File: config.mk
export PLATFORM = sky130hd
export DESIGN_NAME = lsu_subsys_top
export DESIGN_NICKNAME = d
export VERILOG_FILES = /design/src/common/lsu_pkg.sv /design/src/hdl/lsu_data_mem.sv /design/src/hdl/lsu_subsys_top.sv /design/src/lsu/lsu_issue.sv /design/src/lsu/lsu_load_align.sv
export SDC_FILE = /design/constraint.sdc
export NUM_CORES = 2
export LEC_CHECK = 0
export ABC_AREA = 1
export BUFFER_PORTS_ARGS = -buffer_cell sky130_fd_sc_hd__buf_2
export CAP_MARGIN = 40
export CORE_AREA = 10 10 486 536
export DETAILED_ROUTE_END_ITERATION = 7
export DIE_AREA = 0 0 496 546
export RECOVER_POWER = 50
export SLEW_MARGIN = 15
export SYNTH_ARGS = -nofsm -noshare
export SYNTH_HDL_FRONTEND = slang
export SYNTH_SLANG_ARGS = --single-unit
File: constraint.sdc
create_clock -name clk -period 6.05 [get_ports clk]
set_clock_uncertainty 0.05 [all_clocks]
set_input_delay 0.3025 -clock clk [delete_from_list [all_inputs] [get_ports clk]]
set_output_delay 0.3025 -clock clk [all_outputs]
set_load 0.01 [all_outputs]
File: src/common/lsu_pkg.sv
/* Encodings and payload types shared by the load/store path
 * Payload fields are fixed at 64 bits; with XLEN 32 only the low half carries data
 */
package lsu_pkg;

  //////////////////// Opcodes
  // instr[6:2], the low two bits must be 2'b11
  localparam logic [4:0] opc_load_c  = 5'b00000;
  localparam logic [4:0] opc_store_c = 5'b01000;

  //////////////////// funct3
  // Loads
  localparam logic [2:0] f3_lb_c  = 3'b000;
  localparam logic [2:0] f3_lh_c  = 3'b001;
  localparam logic [2:0] f3_lw_c  = 3'b010;
  localparam logic [2:0] f3_ld_c  = 3'b011;  // RV64 only
  localparam logic [2:0] f3_lbu_c = 3'b100;
  localparam logic [2:0] f3_lhu_c = 3'b101;
  localparam logic [2:0] f3_lwu_c = 3'b110;  // RV64 only
  // Stores
  localparam logic [2:0] f3_sb_c  = 3'b000;
  localparam logic [2:0] f3_sh_c  = 3'b001;
  localparam logic [2:0] f3_sw_c  = 3'b010;
  localparam logic [2:0] f3_sd_c  = 3'b011;  // RV64 only

  // Same order as funct3[1:0]
  typedef enum logic [1:0] {
    size_byte  = 2'd0,
    size_half  = 2'd1,
    size_word  = 2'd2,
    size_dword = 2'd3
  } access_size_e;

  // One queued access
  typedef struct packed {
    logic         we;           // Aligned store only
    access_size_e size;
    logic         is_unsigned;  // LBU/LHU/LWU
    logic         misaligned;
    logic [63:0]  adr;
    logic [63:0]  wdata;        // Already on its byte lanes
  } mem_req_t;

  // Load data or fault back from memory
  typedef struct packed {
    logic [63:0]  rdata;        // Whole memory word
    logic [2:0]   offset;       // Byte within the word
    access_size_e size;
    logic         is_unsigned;
    logic         err;
  } mem_rsp_t;

  // Writeback value
  typedef struct packed {
    logic [63:0] data;
    logic        err;
  } lsu_result_t;

  // Byte lanes touched by an access at offset 0
  function automatic logic [7:0] size_lanes(access_size_e size);
    case (size)
      size_byte: return 8'h01;
      size_half: return 8'h03;
      size_word: return 8'h0f;
      default:   return 8'hff;
    endcase
  endfunction

endpackage

File: src/hdl/lsu_data_mem.sv
`timescale 1ns/1ps
/* Request queue in front of a byte-enabled synchronous data memory
 * MEM_WORDS should be a power of two, higher address bits are ignored
 * Head is served only on cycles with bank_gnt high
 */
module lsu_data_mem import lsu_pkg::*; #(
  parameter int XLEN      = 32,
  parameter int CREDITS   = 4,
  parameter int MEM_WORDS = 64
) (
  input  logic     clk,
  input  logic     rstn,
  input  logic     req_valid,
  input  mem_req_t req,
  input  logic     bank_gnt,
  output logic     credit_return,
  output logic     rsp_valid,
  output mem_rsp_t rsp
);

  localparam int PW   = (CREDITS > 1) ? $clog2(CREDITS) : 1;
  localparam int CW   = $clog2(CREDITS + 1);
  localparam int NB   = XLEN / 8;
  localparam int OFFW = $clog2(NB);
  localparam int AW   = $clog2(MEM_WORDS);

  mem_req_t        queue_q [CREDITS];
  logic [PW-1:0]   wr_ptr_q;
  logic [PW-1:0]   rd_ptr_q;
  logic [CW-1:0]   count_q;
  mem_req_t        head;
  logic            serve;
  logic [OFFW-1:0] head_off;
  logic [AW-1:0]   head_idx;
  logic [NB-1:0]   head_be;
  logic [XLEN-1:0] mem_q [MEM_WORDS];

  // Circular pointer step, CREDITS need not be a power of two
  function automatic logic [PW-1:0] ptr_inc(logic [PW-1:0] ptr);
    return (ptr == PW'(CREDITS - 1)) ? '0 : ptr + 1'b1;
  endfunction

  //////////////////// Queue
  assign head     = queue_q[rd_ptr_q];
  assign serve    = bank_gnt & (count_q != '0);
  assign head_off = head.adr[OFFW-1:0];
  assign head_idx = head.adr[OFFW +: AW];                      // Word index
  assign head_be  = NB'(size_lanes(head.size) << head_off);

  always_ff @(posedge clk) begin
    if (req_valid) begin
      queue_q[wr_ptr_q] <= req;
    end
  end

  always_ff @(posedge clk or negedge rstn) begin
    if (!rstn) begin
      wr_ptr_q      <= '0;
      rd_ptr_q      <= '0;
      count_q       <= '0;
      credit_return <= 1'b0;
      rsp_valid     <= 1'b0;
    end else begin
      if (req_valid) begin
        wr_ptr_q <= ptr_inc(wr_ptr_q);
      end
      if (serve) begin
        rd_ptr_q <= ptr_inc(rd_ptr_q);
      end
      count_q       <= count_q + CW'(req_valid) - CW'(serve);
      credit_return <= serve;                // Entry freed
      rsp_valid     <= serve & ~head.we;     // Loads and faults answer
    end
  end

  //////////////////// Array
  always_ff @(posedge clk) begin
    if (serve && head.we) begin
      for (int b = 0; b < NB; b++) begin
        if (head_be[b]) begin
          mem_q[head_idx][8*b +: 8] <= head.wdata[8*b +: 8];
        end
      end
    end
  end

  // Response register, array left alone on a fault
  always_ff @(posedge clk) begin
    if (serve && !head.we) begin
      rsp.rdata       <= head.misaligned ? '0 : 64'(mem_q[head_idx]);
      rsp.offset      <= 3'(head_off);
      rsp.size        <= head.size;
      rsp.is_unsigned <= head.is_unsigned;
      rsp.err         <= head.misaligned;
    end
  end

  // Issue credit count keeps the queue from overflowing
  a_no_push_full: assert property (@(posedge clk) disable iff (!rstn)
    req_valid |-> count_q != CW'(CREDITS));

  // Response only after a granted load or fault
  a_rsp_source: assert property (@(posedge clk) disable iff (!rstn)
    rsp_valid |-> $past(serve && (head.misaligned || !head.we)));

endmodule

File: src/hdl/lsu_subsys_top.sv
`timescale 1ns/1ps
/* Load/store path top: issue, request queue with memory, load align
 * CREDITS from 2 to 8, XLEN 32 or 64
 */
module lsu_subsys_top import lsu_pkg::*; #(
  parameter int XLEN      = 32,
  parameter int CREDITS   = 4,
  parameter int MEM_WORDS = 64
) (
  input  logic            clk,
  input  logic            rstn,
  input  logic            in_valid,
  input  logic [31:0]     in_instr,
  input  logic [XLEN-1:0] op_a,
  input  logic [XLEN-1:0] op_b,
  input  logic            in_kill,
  input  logic            bank_gnt,   // Shared memory port free
  output logic            lsu_stall,
  output logic            result_valid,
  output lsu_result_t     result
);

  logic     req_valid;
  mem_req_t req;
  logic     credit_return;
  logic     rsp_valid;
  mem_rsp_t rsp;

  //////////////////// Issue
  lsu_issue #(
    .XLEN    (XLEN),
    .CREDITS (CREDITS)
  ) u_issue (
    .clk           (clk),
    .rstn          (rstn),
    .in_valid      (in_valid),
    .in_instr      (in_instr),
    .op_a          (op_a),
    .op_b          (op_b),
    .in_kill       (in_kill),
    .credit_return (credit_return),
    .lsu_stall     (lsu_stall),
    .req_valid     (req_valid),
    .req           (req)
  );

  //////////////////// Queue and memory
  lsu_data_mem #(
    .XLEN      (XLEN),
    .CREDITS   (CREDITS),
    .MEM_WORDS (MEM_WORDS)
  ) u_data_mem (
    .clk           (clk),
    .rstn          (rstn),
    .req_valid     (req_valid),
    .req           (req),
    .bank_gnt      (bank_gnt),
    .credit_return (credit_return),
    .rsp_valid     (rsp_valid),
    .rsp           (rsp)
  );

  //////////////////// Writeback
  lsu_load_align #(
    .XLEN (XLEN)
  ) u_load_align (
    .clk          (clk),
    .rstn         (rstn),
    .rsp_valid    (rsp_valid),
    .rsp          (rsp),
    .result_valid (result_valid),
    .result       (result)
  );

endmodule

File: src/lsu/lsu_issue.sv
`timescale 1ns/1ps
/* Decode, address generation and credit counting for loads and stores
 * Driver must hold its inputs while lsu_stall is high
 * LD, LWU and SD decode as non-memory instructions when XLEN is 32
 */
module lsu_issue import lsu_pkg::*; #(
  parameter int XLEN    = 32,
  parameter int CREDITS = 4
) (
  input  logic            clk,
  input  logic            rstn,
  input  logic            in_valid,
  input  logic [31:0]     in_instr,
  input  logic [XLEN-1:0] op_a,
  input  logic [XLEN-1:0] op_b,
  input  logic            in_kill,
  input  logic            credit_return,
  output logic            lsu_stall,
  output logic            req_valid,
  output mem_req_t        req
);

  localparam int CW   = $clog2(CREDITS + 1);
  localparam int OFFW = $clog2(XLEN / 8);  // Byte offset bits in a word

  logic [4:0]      opcode;
  logic [2:0]      funct3;
  logic            is_load;
  logic            is_store;
  logic            accept;
  logic            spend;
  logic [XLEN-1:0] imm_i;
  logic [XLEN-1:0] imm_s;
  logic [XLEN-1:0] adr;
  logic [XLEN-1:0] wdata;
  access_size_e    size;
  logic            misaligned;
  logic [CW-1:0]   cnt_q;  // Free queue entries

  //////////////////// Decode
  assign opcode = in_instr[6:2];
  assign funct3 = in_instr[14:12];

  always_comb begin
    is_load  = 1'b0;
    is_store = 1'b0;
    if (in_instr[1:0] == 2'b11) begin  // No compressed forms here
      if (opcode == opc_load_c) begin
        case (funct3)
          f3_lb_c, f3_lh_c, f3_lw_c, f3_lbu_c, f3_lhu_c: is_load = 1'b1;
          f3_ld_c, f3_lwu_c:                             is_load = (XLEN == 64);
          default:                                       is_load = 1'b0;
        endcase
      end
      if (opcode == opc_store_c) begin
        case (funct3)
          f3_sb_c, f3_sh_c, f3_sw_c: is_store = 1'b1;
          f3_sd_c:                   is_store = (XLEN == 64);
          default:                   is_store = 1'b0;
        endcase
      end
    end
  end

  //////////////////// Address and data
  assign imm_i = {{(XLEN-12){in_instr[31]}}, in_instr[31:20]};
  assign imm_s = {{(XLEN-12){in_instr[31]}}, in_instr[31:25], in_instr[11:7]};
  assign adr   = op_a + (is_store ? imm_s : imm_i);
  assign size  = access_size_e'(funct3[1:0]);
  assign wdata = op_b << {adr[OFFW-1:0], 3'b000};  // Onto the address byte lane

  always_comb begin
    case (size)
      size_byte: misaligned = 1'b0;
      size_half: misaligned = adr[0];
      size_word: misaligned = |adr[1:0];
      default:   misaligned = |adr[2:0];
    endcase
  end

  //////////////////// Credits
  assign lsu_stall = (cnt_q == '0);            // Queue may be full
  assign accept    = in_valid & ~lsu_stall;
  assign spend     = accept & ~in_kill & (is_load | is_store);

  always_ff @(posedge clk or negedge rstn) begin
    if (!rstn) begin
      cnt_q     <= CW'(CREDITS);
      req_valid <= 1'b0;
    end else begin
      req_valid <= spend;
      case ({spend, credit_return})
        2'b10:   cnt_q <= cnt_q - 1'b1;
        2'b01:   cnt_q <= cnt_q + 1'b1;
        default: cnt_q <= cnt_q;  // Both or neither
      endcase
    end
  end

  // Request payload
  always_ff @(posedge clk) begin
    if (spend) begin
      req.we          <= is_store & ~misaligned;  // Faulted store never writes
      req.size        <= size;
      req.is_unsigned <= funct3[2];
      req.misaligned  <= misaligned;
      req.adr         <= 64'(adr);
      req.wdata       <= 64'(wdata);
    end
  end

  // Every request was paid for on the previous edge
  a_req_paid: assert property (@(posedge clk) disable iff (!rstn)
    req_valid |-> $past(cnt_q) != '0);

  // Memory never returns more credits than it was given
  a_cnt_bound: assert property (@(posedge clk) disable iff (!rstn)
    cnt_q <= CW'(CREDITS));

endmodule

File: src/lsu/lsu_load_align.sv
`timescale 1ns/1ps
/* Load data alignment and extension for writeback
 * Writeback always accepts, so there is no back-pressure
 */
module lsu_load_align import lsu_pkg::*; #(
  parameter int XLEN = 32
) (
  input  logic        clk,
  input  logic        rstn,
  input  logic        rsp_valid,
  input  mem_rsp_t    rsp,
  output logic        result_valid,
  output lsu_result_t result
);

  logic [63:0]     shifted;
  logic [63:0]     keep;     // Bytes of the access
  logic            msb;
  logic            fill;
  logic [63:0]     ext;
  logic [XLEN-1:0] data_x;

  // Access bytes down to bit 0
  assign shifted = rsp.rdata >> {rsp.offset, 3'b000};

  always_comb begin
    case (rsp.size)
      size_byte: begin
        keep = 64'h0000_0000_0000_00ff;
        msb  = shifted[7];
      end
      size_half: begin
        keep = 64'h0000_0000_0000_ffff;
        msb  = shifted[15];
      end
      size_word: begin
        keep = 64'h0000_0000_ffff_ffff;
        msb  = shifted[31];
      end
      default: begin
        keep = '1;
        msb  = shifted[63];
      end
    endcase
  end

  assign fill   = msb & ~rsp.is_unsigned;                   // Sign or zero
  assign ext    = (shifted & keep) | ({64{fill}} & ~keep);
  assign data_x = ext[XLEN-1:0];                            // Trim to XLEN

  always_ff @(posedge clk or negedge rstn) begin
    if (!rstn) begin
      result_valid <= 1'b0;
    end else begin
      result_valid <= rsp_valid;
    end
  end

  always_ff @(posedge clk) begin
    if (rsp_valid) begin
      result.data <= rsp.err ? '0 : 64'(data_x);  // Faults return zero
      result.err  <= rsp.err;
    end
  end

endmodule

After elaboration in Yosys (flattened, before gate mapping)
Memory sizes are Yosys's and may differ from the RTL's. A register that Yosys moved wholly into a read port is not among the register bits.
Index checks and enable logic that the tools add are counted.
W data, S select, Z words.
{"block": "op_classes", "add_sub_neg": 7, "eq_ne": 16, "n_shift": 3, "muxes": 28, "n_bitwise": 17, "reduce_logical": 15}
{"cell": "$pmux W32 S3", "count": 1}
{"cell": "$and A32 B32 Y32", "count": 2}
{"cell": "$shr A64 B5 Y64", "count": 1}
{"cell": "$add A32 B32 Y32", "count": 1}
{"cell": "$not A32 Y32", "count": 1}
{"cell": "$or A32 B32 Y32", "count": 1}
{"cell": "$shl A32 B5 Y32", "count": 1}
{"cell": "$pmux W8 S3", "count": 1}
{"cell": "$mux W1", "count": 20}
{"cell": "$eq A2 B2 Y1 const B", "count": 7}
{"cell": "$eq A2 B1 Y1 const B", "count": 4}
{"cell": "$shl A8 B2 Y4", "count": 1}
{"cell": "$and A1 B1 Y1", "count": 7}
{"cell": "$eq A3 B3 Y1 const B", "count": 2}
{"cell": "$logic_not A2 Y1", "count": 3}
{"cell": "$logic_not A3 Y1", "count": 2}
{"cell": "$pmux W1 S3", "count": 2}
{"cell": "$pmux W3 S2", "count": 1}
{"cell": "$reduce_or A3 Y1", "count": 2}
{"cell": "$eq A5 B4 Y1 const B", "count": 1}
{"cell": "$logic_not A5 Y1", "count": 1}
{"cell": "$mux W5", "count": 1}
{"cell": "$not A1 Y1", "count": 5}
{"cell": "$reduce_or A5 Y1", "count": 1}
{"cell": "14 further kinds", "count": 17}
{"block": "word_totals", "register_bits": 186, "mem_bits_rw": 2324, "inputBits": 101, "elab_cells": 110, "memories": 2}
{"memory": "u_data_mem.mem_q", "words": 64, "width": 32, "read_ports": 1, "rd_ports_with_merged_regs": 1, "wr": 1, "line_no": "lsu_data_mem.sv:36", "rtl": "logic [XLEN-1:0] mem_q [MEM_WORDS];"}
{"memory": "u_data_mem.queue_q", "words": 4, "width": 69, "read_ports": 1, "rd_ports_with_merged_regs": 0, "wr": 1, "line_no": "lsu_data_mem.sv:27", "rtl": "mem_req_t queue_q [CREDITS];"}

Longest topological paths before layout
{"block": "depth", "depth_word": 11, "mapped_depth": 16}

By module
A second synthesis with hierarchy kept.
{"block": "unflattened", "hier_cells": 10085, "hier_area_um2": 106508.4}
{"mod": "lsu_data_mem", "n_inst": 1, "cells_per_inst": 8818, "area_per_inst_um2": 97554.8, "seq_area_each_um2": 68270.5}
{"mod": "lsu_issue", "n_inst": 1, "cells_per_inst": 786, "area_per_inst_um2": 5794.3, "seq_area_each_um2": 2173.3}
{"mod": "lsu_load_align", "n_inst": 1, "cells_per_inst": 481, "area_per_inst_um2": 3159.3, "seq_area_each_um2": 1016.0}

Worst setup path before layout
No wires, ideal clock.
{"block": "synth_timing", "kind": "input-to-reg", "from": "input in_instr[4]", "to": "register u_issue.cnt_q[1]", "setup_time_ns": 0.125, "arrival_time_ns": 4.217, "t_required_ns": 5.875, "setup_slack_ns": 1.658, "stages": 8, "n_path_buf": 0, "cell_sequence": "nor4_1 > nand3_1 > a21oi_1 > inv_1 > ha_1 > inv_1 > fa_1 > mux2_2"}
{"block": "synth_via", "elab_chain_cells": 7, "word_cells_on_any_way": 12, "cone_classes": "eq/ne (3); mux (5); bitwise (2); reduce/logical (2)"}
{"element": "start: declaration", "line_no": "lsu_subsys_top.sv:13", "rtl": "input logic [31:0] in_instr,"}
{"element": "$eq A5 B4 Y1 / $logic_not A5 Y1 (equally long branches)", "line_no": "lsu_issue.sv:55, lsu_issue.sv:48"}
{"element": "$mux W1 (on tied branches)", "line_no": "lsu_issue.sv:55, lsu_issue.sv:48"}
{"element": "$mux W1", "line_no": "lsu_issue.sv:47", "rtl": "if (in_instr[1:0] == 2'b11) begin"}
{"element": "$or A1 B1 Y1 (*)", "line_no": "lsu_issue.sv:84", "rtl": "assign spend = accept & ~in_kill & (is_load | is_store);"}
{"element": "$and A1 B1 Y1 (*)", "line_no": "lsu_issue.sv:84"}
{"element": "via u_issue.spend", "line_no": "lsu_issue.sv:31", "rtl": "logic spend;"}
{"element": "$eq A2 B1 Y1 / $eq A2 B2 Y1 (equally long branches)", "line_no": "lsu_issue.sv:92", "rtl": "case ({spend, credit_return})"}
{"element": "$pmux W3 S2 / $reduce_bool A2 Y1 (equally long branches)"}
{"element": "end signal: assignment", "line_no": "lsu_issue.sv:93", "rtl": "2'b10: cnt_q <= cnt_q - 1'b1;"}
{"element": "end signal: assignment", "line_no": "lsu_issue.sv:94", "rtl": "2'b01: cnt_q <= cnt_q + 1'b1;"}
{"element": "end signal: assignment", "line_no": "lsu_issue.sv:95", "rtl": "default: cnt_q <= cnt_q;"}
{"element": "end: declaration", "line_no": "lsu_issue.sv:38", "rtl": "logic [CW-1:0] cnt_q;"}
Mark *: on every way through the listed nets, which the timed path passes. The rest lies on a longest branch.
A chain may end at the register's enable or synchronous reset.

==> results by group <==
Run status
  – Status: complete, but fails checks
  – Failing checks: max-capacitance violations, max-slew violations

Floorplanning
  – Core Footprint: between 0.2 and 0.25 mm2
  – Die Span Y: between 500 and 600 um
  – Die X: between 400 and 500 um
  – Top Ports: 168
  – Die area: 0.2708 mm2
  – Starting Density: 0.4075
  – Row cnt: just under 200

Critical path
  – Critical Path Fanout Max: between 60 and 70
  – CP endpoint kind: register
  – Critical Path Source Type: register
  – Crit Path Category: reg2reg
  – Critical path arrival: 5.38 ns
  – Req. time, crit path: 6.19 ns

Detailed routing
  – DRT iter0 DRCs: 7,032
  – Via/cell ratio: ~5
  – Post-route ant nets: 0
  – DRC viols: 0
  – DRT Pass-1 Iters: 6
  – Drt total wl: approximately 280,000 um
  – DR WL/cell: 21.89 um
  – Total number of vias: approximately 67,000

Timing
  – RSZ-0062 raised after global routing: false
  – Final max-slew violation count: ~1,500
  – Final setup fails: 0
  – Post-Route Setup TNS: 0 ns
  – Period minus WS final: 5.240 ns
  – Final hold vios: 0
  – Final Cycle Share: 0.8662
  – Max-slew headroom: -1.400
  – Slew of the pin with the lowest slew margin: 3.599 ns
  – Max Fclk: 0.1908 GHz

Clock tree
  – Clock Sink Count: between 2,000 and 2,500
  – Worst-path clk slew: approximately 0.06 ns
  – CTS tree: built
  – H-tree levels: 4
  – CTS max path bufs: 3
  – Clk_lat worst skew: roughly 0.89 ns
  – Post-CTS setup buffer count: 0
  – Root Buffer: clkbuf_16
  – CTS buffer count: 236

Place
  – DP Wirelength: about 170,000 um
  – Final GP Congestion: 0.8434
  – Port bufs: a little over 100
  – Cells after DPL: between 10,000 and 15,000

Yosys
  – Post-synth EDFFs: 2,344
  – Share of the synthesized area in the top cell type: 0.6918
  – Synthesis Warnings: 0
  – Cell accounting for the most synthesized area: edfxtp_1
  – Post-Syn Instances: between 9,000 and 10,000
  – Synthesis-stage register bit count: approximately 2,400
  – Synth Cell Area: between 0.1 and 0.15 mm2
  – Syn_area_per_cell: 11.00 um2
  – Primary FF master, synth: edfxtp_1
  – Sequential area share after synthesis: 0.6952
  – Async SR Flop Fraction: 0.005937
  – Leading post-synthesis cells by cell area: edfxtp_1 69%, nand2_1 8.1%, inv_1 4.4%, nand3_1 4.0%, nand3b_1 3.5%
  – Synth unique cells: 44

GRT
  – Number of global-route vias before repair: approximately 64,000
  – Initial antenna violation count: 9
  – First-pass GRT wire length: roughly 420,000 um
  – Overflow after GRT: 0
  – Largest net degree at the start of global routing: between 200 and 250
  – GR Util All Layers: 0.2035

Final layout
  – Syn-to-layout area delta: 12.84%
  – Final Instance Count excl. Fillers: roughly 13,000
  – Layout Nets: 9,543
  – Commonest non-fill, non-tap cells in the layout: 2,344 x edfxtp_1, 2,202 x nand2_1, 1,190 x inv_1
  – Commonest non-fill, non-tap cell in the layout: edfxtp_1
  – Ratio of cells with drive above 1 in the final layout: 0.07827
  – Filler cell count: 22,593

Hold path
  – Worst min path class: in2reg

Run
  – Max-cap violation count: 31

Pwr
  – Worst VDD drop: 0.4793 mV
  – Power Dens Cells: 510.8 mW/mm2
  – Leakage: ~45 nW
final cells by class:
cell class,count,area [um2],share of cell area
Sequential cell,2358,70740,0.6161
Multi-Input combinational cell,5183,24410,0.2126
Clock buffer,281,6117,0.05328
Inverter,1203,4523,0.03939
Tap cell,3315,4148,0.03613
Timing Repair Buffer,441,3520,0.03065
Clock inverter,155,1348,0.01174
Antenna cell,5,12.51,0.0001090
metrics by stage:
stage               utilization  hold slack (ns)  total power [mW]  worst slack [ns]  area, um2
global route             0.4598          0.08085             61.45            0.5238     114800
CTS                      0.4609          0.01985             58.93             1.359     115100
global placement         0.4251           0.1764             44.01             1.292     106200
floorplan                     -         -0.04309             35.42             1.658     101900
detailed placement       0.4284           0.1806             44.71             1.364     107000
finish                   0.4598          0.07881             58.65            0.8097     114800
cell usage after synthesis (2+ instances only):
cell      instances
nand3_1         813
nor3_1            3
clkbuf_1        201
edfxtp_1       2344
nand3_2           3
nand3b_1        480
buf_1            17
or2_0            32
buf_6             8
ha_1             16
fa_1              3
nand2_2           3
inv_1          1194
nor2_4            3
buf_2           248
o211ai_1         34
xor2_1            5
nor2_1          896
nor2_2           10
o31ai_1           2
inv_2             8
or2_1            68
nand2_1        2203
dfrtp_1          13
o21ai_1         225
nand4_1          33
o22ai_1          52
a311oi_1          7
o21ai_0         106
or2_2            69
buf_4            63
nor3_2            2
xnor2_1           6
a21oi_1          69
a32oi_2           2
sequential cells by signal, indices dropped and copies added, names as in the netlist:
signal                     cells
u_load_align.result           33
u_issue.cnt_q                  3
u_data_mem.mem_q            2048
u_load_align.result_valid      1
u_data_mem.wr_ptr_q            2
u_data_mem.queue_q           180
u_issue.req                   45
u_data_mem.count_q             3
u_data_mem.rd_ptr_q            2
u_issue.req_valid              1
u_data_mem.credit_return       1
u_data_mem.rsp                38
u_data_mem.rsp_valid           1
critical path, stage by stage (launching register included):
cell and delay, ns:
dfrtp_1 0.38, inv_2 0.55, clkbuf_1 0.65, o21ai_0 0.33, o22ai_4 0.16, clkbuf_1 2.33
final timing paths:
path	from	end	slack (ns)	depth (start not counted)
hold / removal	in_instr[6]	u_issue.req[132]	0.08	4
setup reg to reg	u_data_mem.rd_ptr_q[1]	u_data_mem.mem_q[58][31]	0.81	5
max in group asynchronous	rstn	u_data_mem.rd_ptr_q[0]	4.42	4
min in group asynchronous	rstn	u_issue.cnt_q[2]	0.42	3
hold reg to reg	u_issue.req[68]	u_data_mem.queue_q[1][36]	0.44	0
setup / recovery	u_data_mem.rd_ptr_q[1]	u_data_mem.mem_q[58][31]	0.81	5
power breakdown:
part / internal, mW / switching (mW) / leakage [nW]
clock: 8.02 / 6.22 / 3.65
sequential: 21.7 / 0.432 / 21.3
combinational: 5.16 / 17.1 / 19.7
total: 34.9 / 23.8 / 44.6
routing by layer:
layer / share of wire / up-vias / GRT usage
li1: - / 31030 / -
met1: 0.40 / 32470 / 0.2664
met2: 0.47 / 2515 / 0.3305
met3: 0.077 / 500 / 0.03435
met4: 0.050 / 2 / 0.09399
met5: 0.000046 / - / 0
cell families after synthesis:
family                   after synthesis  synth area share
adder cells (fa/ha/maj)               19          0.002558
flip-flops                          2358            0.6952
other                                  1        0.00003685
XOR/XNOR                              11         0.0009468
AND/OR/NAND/NOR                     4619            0.2040
AO/OA/AOI/OAI                        501           0.02702
multiplexers                           1         0.0001107
buffers and inverters               1740           0.07015
repair_timing:
item | CTS | global route
hold endpoints to repair | 61 | 0
hold buffers | 64 | 0
resized for setup | 0 | 0
No activity file was read; power rests on OpenSTA's default activity.
